[src/verilog/video_pkg.sv]
package video_pkg;

	//////////////////////////////
	// Widths
	//////////////////////////////

	localparam int TIMING_W   = 12;
	localparam int IO_W       = 16;
	localparam int LED_W      = 8;
	localparam int NUM_SYNC   = 2;
	localparam int SYNC_CNT_W = 16;

	// Every timing port and register
	typedef logic [TIMING_W-1:0] timing_t;

	//////////////////////////////
	// Reset timing, 1920x1080 at 60 Hz
	//////////////////////////////

	localparam timing_t DEF_WIDTH  = 12'd1920;
	localparam timing_t DEF_HFP    = 12'd88;
	localparam timing_t DEF_HS     = 12'd48;
	localparam timing_t DEF_HBP    = 12'd148;
	localparam timing_t DEF_HEIGHT = 12'd1080;
	localparam timing_t DEF_VFP    = 12'd4;
	localparam timing_t DEF_VS     = 12'd5;
	localparam timing_t DEF_VBP    = 12'd36;

	// Data words carried by a timing command
	localparam int NUM_TIMING_WORDS = 8;

	//////////////////////////////
	// Host commands
	//////////////////////////////

	typedef enum logic [7:0] {
		CMD_NONE    = 8'h00,
		CMD_TIMING  = 8'h20,
		CMD_LED     = 8'h25,
		CMD_VSET    = 8'h27,
		CMD_VS_WAIT = 8'h30,
		CMD_HSET    = 8'h37
	} cmd_e;

	typedef enum logic {
		ST_IDLE,
		ST_DATA
	} dec_state_e;

endpackage

[src/verilog/hps_cmd_decoder.sv]
module hps_cmd_decoder
	import video_pkg::*;
(
	input  logic             clk_sys,
	input  logic             resetd,
	input  logic             i_io_sel,
	input  logic             i_io_clk,
	input  logic [IO_W-1:0]  i_io_din,
	input  logic             i_vs_fixed,
	output logic             o_io_ack,
	output logic [LED_W-1:0] o_led,
	output timing_t          o_width,
	output timing_t          o_hfp,
	output timing_t          o_hs_len,
	output timing_t          o_hbp,
	output timing_t          o_height,
	output timing_t          o_vfp,
	output timing_t          o_vs_len,
	output timing_t          o_vbp,
	output timing_t          o_vset,
	output timing_t          o_hset
);

	logic                              rack;
	logic                              io_strobe;
	logic                              cmd_strobe;
	logic                              data_strobe;
	logic                              vs_wait;
	logic                              vs_d;
	logic                              vs_rise;
	dec_state_e                        state;
	cmd_e                              opcode;
	logic [$clog2(NUM_TIMING_WORDS):0] word_cnt;
	logic [LED_W-1:0]                  led_overtake;
	logic [LED_W-1:0]                  led_state;

	// New word seen on the host strobe
	assign io_strobe   = i_io_clk & ~rack & ~vs_wait;
	assign cmd_strobe  = io_strobe & i_io_sel & (state == ST_IDLE);
	assign data_strobe = io_strobe & i_io_sel & (state == ST_DATA);
	assign vs_rise     = i_vs_fixed & ~vs_d;

	//////////////////////////////
	// Acknowledge and vsync wait
	//////////////////////////////

	// Ack trails the host clock by two cycles, held while waiting
	always_ff @(posedge clk_sys) begin
		if (resetd) begin
			rack     <= 1'b0;
			o_io_ack <= 1'b0;
		end else if (!vs_wait) begin
			rack     <= i_io_clk;
			o_io_ack <= rack;
		end
	end

	always_ff @(posedge clk_sys) begin
		if (resetd) begin
			vs_wait <= 1'b0;
			vs_d    <= 1'b0;
		end else begin
			vs_d <= i_vs_fixed;
			if (cmd_strobe && i_io_din[7:0] == CMD_VS_WAIT) begin
				vs_wait <= 1'b1;
			end else if (vs_rise) begin
				vs_wait <= 1'b0;
			end
		end
	end

	//////////////////////////////
	// Command FSM
	//////////////////////////////

	always_ff @(posedge clk_sys) begin
		if (resetd) begin
			state    <= ST_IDLE;
			opcode   <= CMD_NONE;
			word_cnt <= '0;
		end else if (!i_io_sel) begin
			state <= ST_IDLE;
		end else if (cmd_strobe) begin
			opcode   <= cmd_e'(i_io_din[7:0]);
			word_cnt <= '0;
			state    <= ST_DATA;
		end else if (data_strobe) begin
			// Saturate so long commands cannot alias word 0
			if (~&word_cnt) begin
				word_cnt <= word_cnt + 1'b1;
			end
		end
	end

	// Configuration registers
	always_ff @(posedge clk_sys) begin
		if (resetd) begin
			o_width      <= DEF_WIDTH;
			o_hfp        <= DEF_HFP;
			o_hs_len     <= DEF_HS;
			o_hbp        <= DEF_HBP;
			o_height     <= DEF_HEIGHT;
			o_vfp        <= DEF_VFP;
			o_vs_len     <= DEF_VS;
			o_vbp        <= DEF_VBP;
			o_vset       <= '0;
			o_hset       <= '0;
			led_overtake <= '0;
			led_state    <= '0;
		end else if (data_strobe) begin
			case (opcode)
				CMD_TIMING: begin
					if (word_cnt < NUM_TIMING_WORDS) begin
						case (word_cnt[2:0])
							3'd0: o_width  <= i_io_din[TIMING_W-1:0];
							3'd1: o_hfp    <= i_io_din[TIMING_W-1:0];
							3'd2: o_hs_len <= i_io_din[TIMING_W-1:0];
							3'd3: o_hbp    <= i_io_din[TIMING_W-1:0];
							3'd4: o_height <= i_io_din[TIMING_W-1:0];
							3'd5: o_vfp    <= i_io_din[TIMING_W-1:0];
							3'd6: o_vs_len <= i_io_din[TIMING_W-1:0];
							3'd7: o_vbp    <= i_io_din[TIMING_W-1:0];
						endcase
					end
				end
				CMD_LED: begin
					if (word_cnt == '0) begin
						{led_overtake, led_state} <= i_io_din;
					end
				end
				CMD_VSET: begin
					if (word_cnt == '0) begin
						o_vset <= i_io_din[TIMING_W-1:0];
					end
				end
				CMD_HSET: begin
					if (word_cnt == '0) begin
						o_hset <= i_io_din[TIMING_W-1:0];
					end
				end
				// Other opcodes swallow their data
				default: ;
			endcase
		end
	end

	assign o_led = led_overtake & led_state;

	// Host sees no ack movement until the vsync edge
	ack_frozen_in_wait: assert property (
		@(posedge clk_sys) disable iff (resetd)
		vs_wait |=> $stable(o_io_ack)
	);

	timing_cnt_no_wrap: assert property (
		@(posedge clk_sys) disable iff (resetd)
		(data_strobe && opcode == CMD_TIMING) |=> word_cnt != '0
	);

endmodule

[src/verilog/sync_polarity_fix.sv]
module sync_polarity_fix
	import video_pkg::*;
(
	input  logic clk_sys,
	input  logic resetd,
	input  logic i_sync,
	output logic o_sync
);

	logic                  s1;
	logic                  s2;
	logic [SYNC_CNT_W-1:0] run_cnt;
	logic [SYNC_CNT_W-1:0] high_len;
	logic [SYNC_CNT_W-1:0] low_len;
	logic                  pol;

	always_ff @(posedge clk_sys) begin
		if (resetd) begin
			s1       <= 1'b0;
			s2       <= 1'b0;
			run_cnt  <= '0;
			high_len <= '0;
			low_len  <= '0;
			pol      <= 1'b0;
		end else begin
			s1 <= i_sync;
			s2 <= s1;

			// Rising edge closes a low run, falling edge a high run
			if (s1 & ~s2) begin
				low_len <= run_cnt;
			end
			if (~s1 & s2) begin
				high_len <= run_cnt;
			end

			if (s1 != s2) begin
				run_cnt <= '0;
			end else if (~&run_cnt) begin
				run_cnt <= run_cnt + 1'b1;
			end

			// Longer high phase means the pulse is active low
			pol <= high_len > low_len;
		end
	end

	assign o_sync = i_sync ^ pol;

endmodule

[src/verilog/csync_gen.sv]
module csync_gen
	import video_pkg::*;
(
	input  logic clk_sys,
	input  logic resetd,
	input  logic i_hs,
	input  logic i_vs,
	output logic o_csync
);

	logic                  prev_hs;
	logic                  hs_edge;
	logic                  hs_rise;
	logic [SYNC_CNT_W-1:0] h_cnt;
	logic [SYNC_CNT_W-1:0] line_len;
	logic [SYNC_CNT_W-1:0] hs_len;
	logic                  csync_hs;
	logic                  csync_vs;

	assign hs_edge = prev_hs ^ i_hs;
	assign hs_rise = i_hs & ~prev_hs;

	always_ff @(posedge clk_sys) begin
		if (resetd) begin
			prev_hs  <= 1'b0;
			h_cnt    <= '0;
			line_len <= '0;
			hs_len   <= '0;
			csync_hs <= 1'b0;
			csync_vs <= 1'b0;
		end else begin
			prev_hs <= i_hs;

			// Phase counter, restarted on every hsync edge
			if (hs_edge) begin
				h_cnt <= '0;
				if (i_hs) begin
					line_len <= h_cnt - hs_len;
				end else begin
					hs_len <= h_cnt;
				end
			end else begin
				h_cnt <= h_cnt + 1'b1;
			end

			// Serrated pulses during vsync, plain hsync elsewhere
			if (!i_vs) begin
				csync_hs <= i_hs;
			end else if (hs_rise) begin
				csync_hs <= 1'b0;
			end else if (h_cnt == line_len) begin
				csync_hs <= 1'b1;
			end

			csync_vs <= i_vs;
		end
	end

	assign o_csync = csync_vs ^ csync_hs;

	// Once a full hsync pulse was measured, the line length is usable
	line_len_known: assert property (
		@(posedge clk_sys) disable iff (resetd)
		(hs_rise && hs_len != '0) |=> line_len != '0
	);

endmodule

[src/verilog/timing_calc.sv]
module timing_calc
	import video_pkg::*;
(
	input  logic    clk_sys,
	input  logic    resetd,
	input  timing_t i_width,
	input  timing_t i_hfp,
	input  timing_t i_hs_len,
	input  timing_t i_hbp,
	input  timing_t i_height,
	input  timing_t i_vfp,
	input  timing_t i_vs_len,
	input  timing_t i_vbp,
	input  timing_t i_vset,
	input  timing_t i_hset,
	output timing_t o_htotal,
	output timing_t o_hsstart,
	output timing_t o_hsend,
	output timing_t o_vtotal,
	output timing_t o_vsstart,
	output timing_t o_vsend,
	output timing_t o_hmin,
	output timing_t o_hmax,
	output timing_t o_vmin,
	output timing_t o_vmax
);

	timing_t htotal_s;
	timing_t hsstart_s;
	timing_t hsend_s;
	timing_t vtotal_s;
	timing_t vsstart_s;
	timing_t vsend_s;
	timing_t width_s;
	timing_t height_s;
	timing_t eff_w;
	timing_t eff_h;
	timing_t hofs;
	timing_t vofs;

	//////////////////////////////
	// Stage 1, sums and effective size
	//////////////////////////////

	always_ff @(posedge clk_sys) begin
		hsstart_s <= i_width + i_hfp;
		hsend_s   <= i_width + i_hfp + i_hs_len;
		htotal_s  <= i_width + i_hfp + i_hs_len + i_hbp;
		vsstart_s <= i_height + i_vfp;
		vsend_s   <= i_height + i_vfp + i_vs_len;
		vtotal_s  <= i_height + i_vfp + i_vs_len + i_vbp;
		width_s   <= i_width;
		height_s  <= i_height;
		// A cap only applies when set and smaller than the frame
		eff_w     <= (i_hset != '0 && i_hset < i_width) ? i_hset : i_width;
		eff_h     <= (i_vset != '0 && i_vset < i_height) ? i_vset : i_height;
	end

	// Centring offsets
	assign hofs = (width_s - eff_w) >> 1;
	assign vofs = (height_s - eff_h) >> 1;

	//////////////////////////////
	// Stage 2, outputs and window
	//////////////////////////////

	always_ff @(posedge clk_sys) begin
		if (resetd) begin
			o_htotal  <= DEF_WIDTH + DEF_HFP + DEF_HS + DEF_HBP;
			o_hsstart <= DEF_WIDTH + DEF_HFP;
			o_hsend   <= DEF_WIDTH + DEF_HFP + DEF_HS;
			o_vtotal  <= DEF_HEIGHT + DEF_VFP + DEF_VS + DEF_VBP;
			o_vsstart <= DEF_HEIGHT + DEF_VFP;
			o_vsend   <= DEF_HEIGHT + DEF_VFP + DEF_VS;
			o_hmin    <= '0;
			o_hmax    <= DEF_WIDTH - 1'b1;
			o_vmin    <= '0;
			o_vmax    <= DEF_HEIGHT - 1'b1;
		end else begin
			o_htotal  <= htotal_s;
			o_hsstart <= hsstart_s;
			o_hsend   <= hsend_s;
			o_vtotal  <= vtotal_s;
			o_vsstart <= vsstart_s;
			o_vsend   <= vsend_s;
			o_hmin    <= hofs;
			o_hmax    <= hofs + eff_w - 1'b1;
			o_vmin    <= vofs;
			o_vmax    <= vofs + eff_h - 1'b1;
		end
	end

	window_ordered: assert property (
		@(posedge clk_sys) disable iff (resetd)
		o_hmax >= o_hmin
	);

endmodule

[src/verilog/video_ctrl_top.sv]
module video_ctrl_top
	import video_pkg::*;
(
	input  logic             clk_sys,
	input  logic             resetd,
	input  logic             i_io_sel,
	input  logic             i_io_clk,
	input  logic [IO_W-1:0]  i_io_din,
	input  logic             i_hs,
	input  logic             i_vs,
	output logic             o_io_ack,
	output logic [LED_W-1:0] o_led,
	output logic             o_hs,
	output logic             o_vs,
	output logic             o_csync,
	output timing_t          o_htotal,
	output timing_t          o_hsstart,
	output timing_t          o_hsend,
	output timing_t          o_vtotal,
	output timing_t          o_vsstart,
	output timing_t          o_vsend,
	output timing_t          o_hmin,
	output timing_t          o_hmax,
	output timing_t          o_vmin,
	output timing_t          o_vmax
);

	// Index 0 horizontal, index 1 vertical
	logic [NUM_SYNC-1:0] sync_raw;
	logic [NUM_SYNC-1:0] sync_fixed;

	timing_t width;
	timing_t hfp;
	timing_t hs_len;
	timing_t hbp;
	timing_t height;
	timing_t vfp;
	timing_t vs_len;
	timing_t vbp;
	timing_t vset;
	timing_t hset;

	assign sync_raw = {i_vs, i_hs};
	assign o_hs     = sync_fixed[0];
	assign o_vs     = sync_fixed[1];

	//////////////////////////////
	// Host commands
	//////////////////////////////

	hps_cmd_decoder u_decoder (
		.clk_sys    (clk_sys),
		.resetd     (resetd),
		.i_io_sel   (i_io_sel),
		.i_io_clk   (i_io_clk),
		.i_io_din   (i_io_din),
		.i_vs_fixed (sync_fixed[1]),
		.o_io_ack   (o_io_ack),
		.o_led      (o_led),
		.o_width    (width),
		.o_hfp      (hfp),
		.o_hs_len   (hs_len),
		.o_hbp      (hbp),
		.o_height   (height),
		.o_vfp      (vfp),
		.o_vs_len   (vs_len),
		.o_vbp      (vbp),
		.o_vset     (vset),
		.o_hset     (hset)
	);

	timing_calc u_timing (
		.clk_sys   (clk_sys),
		.resetd    (resetd),
		.i_width   (width),
		.i_hfp     (hfp),
		.i_hs_len  (hs_len),
		.i_hbp     (hbp),
		.i_height  (height),
		.i_vfp     (vfp),
		.i_vs_len  (vs_len),
		.i_vbp     (vbp),
		.i_vset    (vset),
		.i_hset    (hset),
		.o_htotal  (o_htotal),
		.o_hsstart (o_hsstart),
		.o_hsend   (o_hsend),
		.o_vtotal  (o_vtotal),
		.o_vsstart (o_vsstart),
		.o_vsend   (o_vsend),
		.o_hmin    (o_hmin),
		.o_hmax    (o_hmax),
		.o_vmin    (o_vmin),
		.o_vmax    (o_vmax)
	);

	//////////////////////////////
	// Sync path
	//////////////////////////////

	for (genvar i = 0; i < NUM_SYNC; i++) begin : g_sync_fix
		sync_polarity_fix u_fix (
			.clk_sys (clk_sys),
			.resetd  (resetd),
			.i_sync  (sync_raw[i]),
			.o_sync  (sync_fixed[i])
		);
	end

	csync_gen u_csync (
		.clk_sys (clk_sys),
		.resetd  (resetd),
		.i_hs    (sync_fixed[0]),
		.i_vs    (sync_fixed[1]),
		.o_csync (o_csync)
	);

endmodule

[config.mk]
export PLATFORM = sky130hd
export DESIGN_NAME = video_ctrl_top
export DESIGN_NICKNAME = d
export VERILOG_FILES = /design/src/verilog/video_pkg.sv /design/src/verilog/hps_cmd_decoder.sv /design/src/verilog/sync_polarity_fix.sv /design/src/verilog/csync_gen.sv /design/src/verilog/timing_calc.sv /design/src/verilog/video_ctrl_top.sv
export SDC_FILE = /design/constraint.sdc
export NUM_CORES = 1
export LEC_CHECK = 0
export ABC_AREA = 0
export BUFFER_PORTS_ARGS = -buffer_cell sky130_fd_sc_hd__buf_2
export CAP_MARGIN = 20
export CORE_MARGIN = 1
export CORE_UTILIZATION = 38
export DETAILED_ROUTE_END_ITERATION = 10
export GPL_TIMING_DRIVEN = 0
export PLACE_DENSITY = 0.55
export SKIP_LAST_GASP = 1
export SLEW_MARGIN = 20
export SYNTH_ARGS = -nofsm -noshare
export SYNTH_HDL_FRONTEND = slang
export SYNTH_SLANG_ARGS = --single-unit
[constraint.sdc]
create_clock -name clk_sys -period 4.85 [get_ports clk_sys]
set_input_delay 0.7275 -clock clk_sys [delete_from_list [all_inputs] [get_ports clk_sys]]
set_output_delay 0.7275 -clock clk_sys [all_outputs]
set_load 0.02 [all_outputs]
==> Implementation_results.wiki, run 1 <==
{| class="wikitable"
! Metric !! Value
|-
| Core occupancy in the finished layout || around 45%
|-
| Most frequent cells after synthesis || sky130_fd_sc_hd__dfxtp_1 (543), sky130_fd_sc_hd__nor2_1 (297), sky130_fd_sc_hd__ha_1 (213)
|-
| Deepest level of the CTS H-tree || 2
|-
| Power share of the combinational group || between 3 and 4%
|-
| Root Buffer Master || sky130_fd_sc_hd__clkbuf_16
|-
| Status || finished with violations
|-
| Hold buffers post-CTS || 0
|-
| Sequential power share || ~46%
|-
| Initial core utilization || between 30% and 40%
|-
| Slowest stage delay, CP || between 0.5 and 0.6 ns
|-
| Die area || between 0.06 and 0.07 mm2
|-
| Via count of the first global-routing pass || about 18000
|-
| Layout cells sized above 1 || 12.1%
|-
| Worst setup EP type || flop
|-
| Worst-path clk slew || around 0.060 ns
|-
| Largest area contributor in the synthesized netlist || sky130_fd_sc_hd__dfxtp_1
|-
| R2r setup slk || 0.26 ns
|-
| Total number of nets in the final design || 3054
|-
| Most common cell type on the critical path || sky130_fd_sc_hd__ha_1
|-
| Standard cell core area || approximately 0.063 mm2
|-
| Routing usage on met3 || 3.02%
|-
| Most area-consuming cells after synthesis || sky130_fd_sc_hd__dfxtp_1 (45%), sky130_fd_sc_hd__ha_1 (11%), sky130_fd_sc_hd__mux2i_1 (5.8%), sky130_fd_sc_hd__nor2_1 (4.6%), sky130_fd_sc_hd__a21oi_1 (3.3%)
|-
| Number of clock buffers inserted by TritonCTS || between 50 and 60
|-
| Crit path cell chain || ha_1 -> a211oi_1 -> nor2_1 -> or4_1 -> a31oi_2 -> xnor2_1 -> ha_1 -> a21o_1 -> o21ai_0 -> nand3_1 -> o311ai_2 -> ha_1 -> o21a_1 -> a2111oi_4 -> a211oi_1 -> xor2_1
|-
| Worst vdd ir || 0.000303 V
|-
| Number of buffers added on ports || ~150
|-
| Gate count after technology mapping || around 2600
|-
| GRT Max-Usage Layer || met2
|-
| Met1 capacity usage during global routing || roughly 25%
|-
| Area added between synthesis and finish || 16.9%
|-
| Wirelength per Cell || between 15 and 20 um
|-
| Placement Cell Area || 0.0260 mm2
|-
| Class of the most critical setup path || flop to flop
|-
| Part of the power in the clock network || between 50% and 60%
|-
| Final setup violation count || 0
|-
| Die Span X || 254 um
|-
| Data arrival at the endpoint of the critical path || between 5 and 6 ns
|-
| Number of fill cells in the layout || approximately 6000
|-
| Net switching power || 2.15 mW
|-
| Accumulated negative setup slack || 0 ns
|-
| Std cell rows || 92
|-
| Drt first-iter violations || 1054
|-
| Clock network latency to the later pin of the worst-skew pair || around 0.64 ns
|-
| Total wire length after detailed routing || just over 60 mm
|-
| Worst Setup Start Kind || flop
|-
| Maximum net fanout on the critical path || 6
|-
| Cell area power density || 347 mW/mm2
|-
| Area share of the largest cell type after synthesis || 44.9%
|-
| Met2 track utilization from global routing || between 30% and 40%
|-
| Sequential standard cell area || about 0.011 mm2
|-
| Number of remaining DRC errors || 2
|-
| Max Clock Freq || 218 MHz
|-
| Post-synth ARST share || 0%
|-
| Final-report hold violation count || 0
|-
| Max-slew violation total from the final report || 0
|-
| Switching portion of total power || 21.9%
|-
| Number of buffer and inverter instances along the worst setup path || 0
|-
| Routability Congestion || between 0.8 and 0.9
|-
| Worst rel slew slack || a little under a quarter
|-
| Chip height || 254 um
|-
| Synth Flop Type || sky130_fd_sc_hd__dfxtp_1
|-
| Post-Synthesis Cell Area || 0.0242 mm2
|-
| Num ports || 154
|-
| Number of warnings reported in the yosys synthesis log || 0
|-
| Number of antenna violations at the first check in global routing || 4
|-
| Crit share post-route || roughly 95%
|-
| Setup Skew || between 0.02 and 0.025 ns
|-
| Measured slew at the worst slew-check pin || 1.16 ns
|-
| DP Wirelength || about 46 mm
|-
| Post-route design area || between 0.02 and 0.03 mm2
|-
| Register bit total from synthesis || 543
|-
| Shortest clock period the worst path allows after layout || 4.59 ns
|-
| Cell-internal power || 7.66 mW
|-
| Buffer levels on the longest clock path || 3
|-
| Synthesized area divided by synthesized cell count || about 9.3 um2
|-
| Number of enable flip-flop cells after synthesis || 0
|-
| Setup repair after global routing missed its margin || true
|-
| Via total after detailed routing || 18400
|-
| Maximum number of pins on one net before global-route repair || 17
|-
| Global router's overall resource usage || roughly a fifth
|-
| Part of the Yosys area used for sequential elements || approximately 45%
|-
| Overflow left after global routing || 0
|-
| CTS tree || done
|-
| Num Clock Sinks || between 500 and 600
|-
| Count of max-cap constraint violations || 0
|-
| Area taken by multi-input logic gates || approximately 0.012 mm2
|-
| Violations in the final reports || DRC
|-
| Crit path max-delay family || compound AO/OA/AOI/OAI gates
|-
| Number of distinct standard cells referenced by the synthesized netlist || slightly below 70
|-
| Slowest library cell on the worst path || sky130_fd_sc_hd__dfxtp_1
|-
| Leakage Power || about 12 nW
|-
| Vias per cell || ~5.0
|-
| Cell with the most instances after synthesis || sky130_fd_sc_hd__dfxtp_1
|-
| Required time of the worst setup path || around 5.4 ns
|-
| Count of antenna-violating nets left after detailed routing || 0
|-
| Hold Crit Class || input pin to flop
|-
| Wire length of the first global-routing pass || between 90 and 100 mm
|-
| Number of search-and-repair iterations in the first detailed-routing pass || 11
|}
==> per-stage QoR <==
step                power (mW)  hold slack (ns)  instances  setup slack (ns)
finish                    9.80            0.326       3702             0.257
global route              10.1            0.320       3700           -0.0356
CTS                       9.93            0.296       3694            0.0126
detailed placement        4.95            0.374       3588            -0.132
global placement          4.94            0.375       3588           0.00343
floorplan                 4.81            0.355       2591             0.524
==> final cells by class <==
class / count / share of cell area, %
inverters: 186 / 2.47
well taps: 846 / 3.74
flip-flops and latches: 543 / 38.4
multi-input cells: 1758 / 43.4
repair buffers: 156 / 2.80
clock buffers: 73 / 5.76
plain buffers: 104 / 1.48
diodes: 4 / 0.0354
clock inverters: 32 / 1.90
==> path summary, 6_finish.rpt <==
kind,start,end,cells past startpoint
hold reg to reg,u_decoder.o_width[9],u_timing.width_s[9],0
setup reg to reg,u_decoder.o_height[1],u_timing.vtotal_s[11],16
hold / removal,i_io_din[8],u_decoder.o_width[8],2
setup / recovery,u_decoder.o_height[1],u_timing.vtotal_s[11],16
==> power by group through the flow <==
stage | registers (mW) | logic, mW | clock network [mW]
finish | 4.51 | 0.340 | 4.95
global route | 4.51 | 0.371 | 5.25
CTS | 4.51 | 0.343 | 5.08
detailed placement | 4.61 | 0.341 | 0
global placement | 4.61 | 0.337 | 0
floorplan | 4.60 | 0.206 | 0
==> cell families after synthesis <==
| group | after synthesis | share of synthesized area, % |
|---|---|---|
| xor gates and xnor gates | 160 | 5.90 |
| adders and majority gates | 224 | 11.9 |
| other | 1 | 0.0155 |
| AOI/OAI and AO/OA | 395 | 10.2 |
| muxes | 161 | 6.77 |
| DFF | 543 | 44.9 |
| and+or+nand+nor | 816 | 15.7 |
| buffers and inverters | 290 | 4.61 |
==> metal layers <==
| metal | vias to the layer above | wire length [um] | share of wire, % |
|---|---|---|---|
| li1 | 9158 | - | - |
| met1 | 8727 | 28300 | 46 |
| met2 | 409 | 28100 | 46 |
| met3 | 100 | 2940 | 4.8 |
| met4 | 2 | 1590 | 2.6 |
| met5 | - | 13 | 0.021 |
==> flip-flops by register name, indices dropped and copies added, names as in the netlist, 16 cells and up <==
name                       count
u_csync.line_len              16
u_csync.hs_len                16
g_sync_fix.u_fix.low_len      32
g_sync_fix.u_fix.run_cnt      32
g_sync_fix.u_fix.high_len     32
u_csync.h_cnt                 16
==> worst reg2reg max path, stage by stage (launching register included) <==
cell                        delay [ns]
sky130_fd_sc_hd__dfxtp_1          0.52
sky130_fd_sc_hd__ha_1             0.31
sky130_fd_sc_hd__a211oi_1         0.21
sky130_fd_sc_hd__nor2_1           0.11
sky130_fd_sc_hd__or4_1            0.45
sky130_fd_sc_hd__a31oi_2          0.33
sky130_fd_sc_hd__xnor2_1          0.23
sky130_fd_sc_hd__ha_1             0.35
sky130_fd_sc_hd__a21o_1           0.21
sky130_fd_sc_hd__o21ai_0          0.34
sky130_fd_sc_hd__nand3_1          0.18
sky130_fd_sc_hd__o311ai_2         0.13
sky130_fd_sc_hd__ha_1             0.32
sky130_fd_sc_hd__o21a_1           0.17
sky130_fd_sc_hd__a2111oi_4        0.35
sky130_fd_sc_hd__a211oi_1         0.10
sky130_fd_sc_hd__xor2_1           0.16
==> cell usage in the layout, fill, tap and decap left out, types with 8 or more instances in the layout <==
| cell type | n |
|---|---|
| sky130_fd_sc_hd__nor3_1 | 27 |
| sky130_fd_sc_hd__a21oi_1 | 157 |
| sky130_fd_sc_hd__xnor2_1 | 82 |
| sky130_fd_sc_hd__clkbuf_1 | 83 |
| sky130_fd_sc_hd__o21a_1 | 17 |
| sky130_fd_sc_hd__bufinv_16 | 13 |
| sky130_fd_sc_hd__nand4_1 | 18 |
| sky130_fd_sc_hd__inv_1 | 184 |
| sky130_fd_sc_hd__fa_1 | 11 |
| sky130_fd_sc_hd__and3_1 | 22 |
| sky130_fd_sc_hd__nor2_1 | 297 |
| sky130_fd_sc_hd__nand3_1 | 77 |
| sky130_fd_sc_hd__a21o_1 | 46 |
| sky130_fd_sc_hd__mux2i_1 | 140 |
| sky130_fd_sc_hd__or2_2 | 30 |
| sky130_fd_sc_hd__clkbuf_8 | 10 |
| sky130_fd_sc_hd__nor4_1 | 14 |
| sky130_fd_sc_hd__and2_1 | 15 |
| sky130_fd_sc_hd__mux2_2 | 19 |
| sky130_fd_sc_hd__a31oi_1 | 13 |
| sky130_fd_sc_hd__ha_1 | 212 |
| sky130_fd_sc_hd__dfxtp_1 | 543 |
| sky130_fd_sc_hd__nand2b_1 | 27 |
| sky130_fd_sc_hd__nand3b_1 | 8 |
| sky130_fd_sc_hd__xor2_1 | 75 |
| sky130_fd_sc_hd__a211oi_1 | 11 |
| sky130_fd_sc_hd__o21ai_0 | 64 |
| sky130_fd_sc_hd__o21bai_1 | 14 |
| sky130_fd_sc_hd__clkbuf_16 | 59 |
| sky130_fd_sc_hd__buf_2 | 167 |
| sky130_fd_sc_hd__nor2b_1 | 68 |
| sky130_fd_sc_hd__a211o_1 | 8 |
| sky130_fd_sc_hd__clkinv_2 | 12 |
| sky130_fd_sc_hd__nand2_1 | 195 |
==> timing repair <==
item | CTS | global route
endpoints found under the setup margin | 1 | 2
buffers inserted | 1 | 4
pin swaps | 1 | 4
resized for setup | 3 | 13
endpoints found under the hold margin | 0 | 0
No activity file was read; power rests on OpenSTA's default activity.
==> inputs of run 2 (changes only) <==
--- a/config.mk
+++ b/config.mk
@@ -12,7 +12,7 @@
 export CORE_UTILIZATION = 38
 export DETAILED_ROUTE_END_ITERATION = 10
 export GPL_TIMING_DRIVEN = 0
-export PLACE_DENSITY = 0.55
+export PLACE_DENSITY = 0.57
 export SKIP_LAST_GASP = 1
 export SLEW_MARGIN = 20
 export SYNTH_ARGS = -nofsm -noshare
==> constraint.sdc (replaced) <==
create_clock -name clk_sys -period 4.1 [get_ports clk_sys]
set_input_delay 0.615 -clock clk_sys [delete_from_list [all_inputs] [get_ports clk_sys]]
set_output_delay 0.615 -clock clk_sys [all_outputs]
set_load 0.02 [all_outputs]
==> run 2 against run 1 <==
Effect of this change: clock-buffer cell count grew 1; wire length grew 0.35%; via count shrank 0.25%; first-iteration DRC count shrank 2.5%; total power grew 17%; the flow finishes with violations (setup timing); sequential share of layout area shrank 0.62 points; non-clock buffer count grew 24; highest routed layer is now met4; critical path depth grew 2.
==> Implementation_results.wiki, run 2 (same netlist as run 1, synthesis figures left out) <==
{| class="wikitable"
! Metric !! Value
|-
| DP Wirelength || between 40 and 50 mm
|-
| Most common cell after layout, fill and taps aside || sky130_fd_sc_hd__dfxtp_1
|-
| Number of clock buffers inserted by TritonCTS || between 50 and 60
|-
| Slowest stage delay, CP || 0.42 ns
|-
| Crit path cell chain || ha_4 -> fa_2 -> a21o_1 -> a21oi_2 -> xnor2_2 -> ha_1 -> a21boi_0 -> o21ai_0 -> nand2_1 -> a31o_2 -> a2111oi_1 -> nand3b_1 -> ha_4 -> o21ai_0 -> nand2b_1 -> o41ai_4 -> xor2_1 -> xnor2_1
|-
| Worst setup EP type || flop
|-
| Number of remaining DRC errors || 0
|-
| Number of fill cells in the layout || 6054
|-
| Status || finished with violations
|-
| Num Clock Sinks || 543
|-
| Top metal layer carrying routed signals || met4
|-
| Required time of the worst setup path || approximately 4.6 ns
|-
| Number of buffers added on ports || ~150
|-
| Root Buffer Master || sky130_fd_sc_hd__clkbuf_16
|-
| Total number of nets in the final design || about 3000
|-
| Deepest level of the CTS H-tree || 2
|-
| Initial core utilization || 38.4%
|-
| Maximum number of pins on one net before global-route repair || 18
|-
| Most frequent cells in the layout || sky130_fd_sc_hd__dfxtp_1 (538), sky130_fd_sc_hd__nor2_1 (296), sky130_fd_sc_hd__ha_1 (204)
|-
| Die area || between 0.06 and 0.07 mm2
|-
| Measured slew at the worst slew-check pin || ~1.1 ns
|-
| Via total after detailed routing || approximately 18000
|-
| Cell area power density || about 400 mW/mm2
|-
| Crit share post-route || 102%
|-
| Hold buffers post-CTS || 0
|-
| Worst rel slew slack || around a quarter
|-
| CTS tree || done
|-
| Global router's overall resource usage || 18.7%
|-
| Count of antenna-violating nets left after detailed routing || 0
|-
| Accumulated negative setup slack || -0.129 ns
|-
| Std cell rows || between 90 and 100
|-
| Number of antenna violations at the first check in global routing || 3
|-
| Shortest clock period the worst path allows after layout || approximately 4.2 ns
|-
| Final-report hold violation count || 0
|-
| Class of the most critical setup path || flop to flop
|-
| Worst-path clk slew || approximately 0.070 ns
|-
| Overflow left after global routing || 0
|-
| Wirelength per Cell || 16.4 um
|-
| Largest registers || g_sync_fix.u_fix.high_len (32), g_sync_fix.u_fix.low_len (32), g_sync_fix.u_fix.run_cnt (32)
|-
| Final worst setup slack || -0.0890 ns
|-
| Chip height || 254 um
|-
| Buffer levels on the longest clock path || 3
|-
| Layout cells sized above 1 || around 15%
|-
| Data arrival at the endpoint of the critical path || 4.72 ns
|-
| Detailed-route wire length on metal 1 || 27.8 mm
|-
| Vias per cell || 4.93
|-
| Via count of the first global-routing pass || roughly 18000
|-
| Met3 WL || a little under 3 mm
|-
| Clock network latency to the later pin of the worst-skew pair || about 0.65 ns
|-
| Routability Congestion || approximately 0.87
|-
| Final setup violation count || 2
|-
| Worst Setup Start Kind || flop
|-
| Maximum net fanout on the critical path || 5
|-
| Num ports || 154
|-
| Hold Crit Class || input pin to flop
|-
| Drt first-iter violations || 1028
|-
| Routed wire length on met2 || 28.7 mm
|-
| Die Span X || 254 um
|-
| Slowest library cell on the worst path || sky130_fd_sc_hd__a2111oi_1
|-
| Total wire length after detailed routing || 61.1 mm
|-
| Worst vdd ir || approximately 0.00032 V
|-
| Setup Skew || between 0.03 and 0.04 ns
|-
| Pre-CTS setup slack || -0.525 ns
|-
| Max Clock Freq || around 240 MHz
|-
| Wire length of the first global-routing pass || roughly 95 mm
|-
| Number of search-and-repair iterations in the first detailed-routing pass || 7
|-
| Violations in the final reports || setup timing
|-
| Standard cell core area || ~0.063 mm2
|-
| Area added between synthesis and finish || 19.0%
|-
| Count of max-cap constraint violations || 0
|-
| Max-slew violation total from the final report || 0
|-
| Leakage Power || ~13 nW
|-
| Setup repair after global routing missed its margin || true
|}
run 2: worst max-delay path: cells and delay by family, from the launching register on:
| kind | cells | cell delay (ns) |
|---|---|---|
| compound gates | 8 | 1.59 |
| fa+ha+maj | 4 | 1.08 |
| simple gates | 3 | 0.52 |
| xor+xnor | 3 | 0.50 |
| flops | 1 | 0.36 |
run 2: routing by layer:
metal / vias to the layer above / GRT usage [%]
met5: - / 0
met4: 0 / 6.01
met3: 98 / 3.43
met2: 372 / 31.6
met1: 8680 / 24.1
li1: 9200 / -
run 2: power breakdown:
part / total, mW / internal [mW] / switching, mW
Sequential: 5.33 / 5.31 / 0.0251
Clock: 5.76 / 3.50 / 2.27
Combinational: 0.400 / 0.119 / 0.281
run 2: path summary, 6_finish.rpt:
check | from | endpoint | slack, ns | cells past startpoint
hold / removal | i_io_din[8] | u_decoder.o_width[8] | 0.20 | 2
setup / recovery | u_decoder.o_width[0] | u_timing.htotal_s[11] | -0.09 | 18
hold reg to reg | u_decoder.o_width[7] | u_timing.width_s[7] | 0.38 | 0
setup reg to reg | u_decoder.o_width[0] | u_timing.htotal_s[11] | -0.09 | 18
run 2: final cells by class:
cell class                 instances  area (um2)  area share, %
sequential                       543       10900           37.8
timing repair buffer             180         977           3.40
tap                              846        1060           3.68
clock inverter                    32         524           1.82
inverter                         186         698           2.43
antenna                            2        5.00         0.0174
multi-input combinational       1758       12600           43.8
clock buffer                      74        1610           5.60
buffer                           104         418           1.45
run 2: timing repair:
| action | CTS | global route |
|---|---|---|
| gates resized for setup | 47 | 32 |
| pin swaps | 28 | 29 |
| endpoints found under the setup margin | 4 | 6 |
| buffers inserted | 23 | 6 |
run 2: metrics by stage:
step | area [um2] | hold slack [ns] | util, % | total power, mW | instances
finish | 28800 | 0.201 | 45.7 | 11.5 | 3725
global route | 28800 | 0.184 | 45.7 | 11.9 | 3725
CTS | 28500 | 0.162 | 45.3 | 11.6 | 3717
detailed placement | 26000 | 0.375 | 41.3 | 5.85 | 3588
global placement | 26000 | 0.375 | 41.3 | 5.84 | 3588
floorplan | 24200 | 0.355 | - | 5.69 | 2591
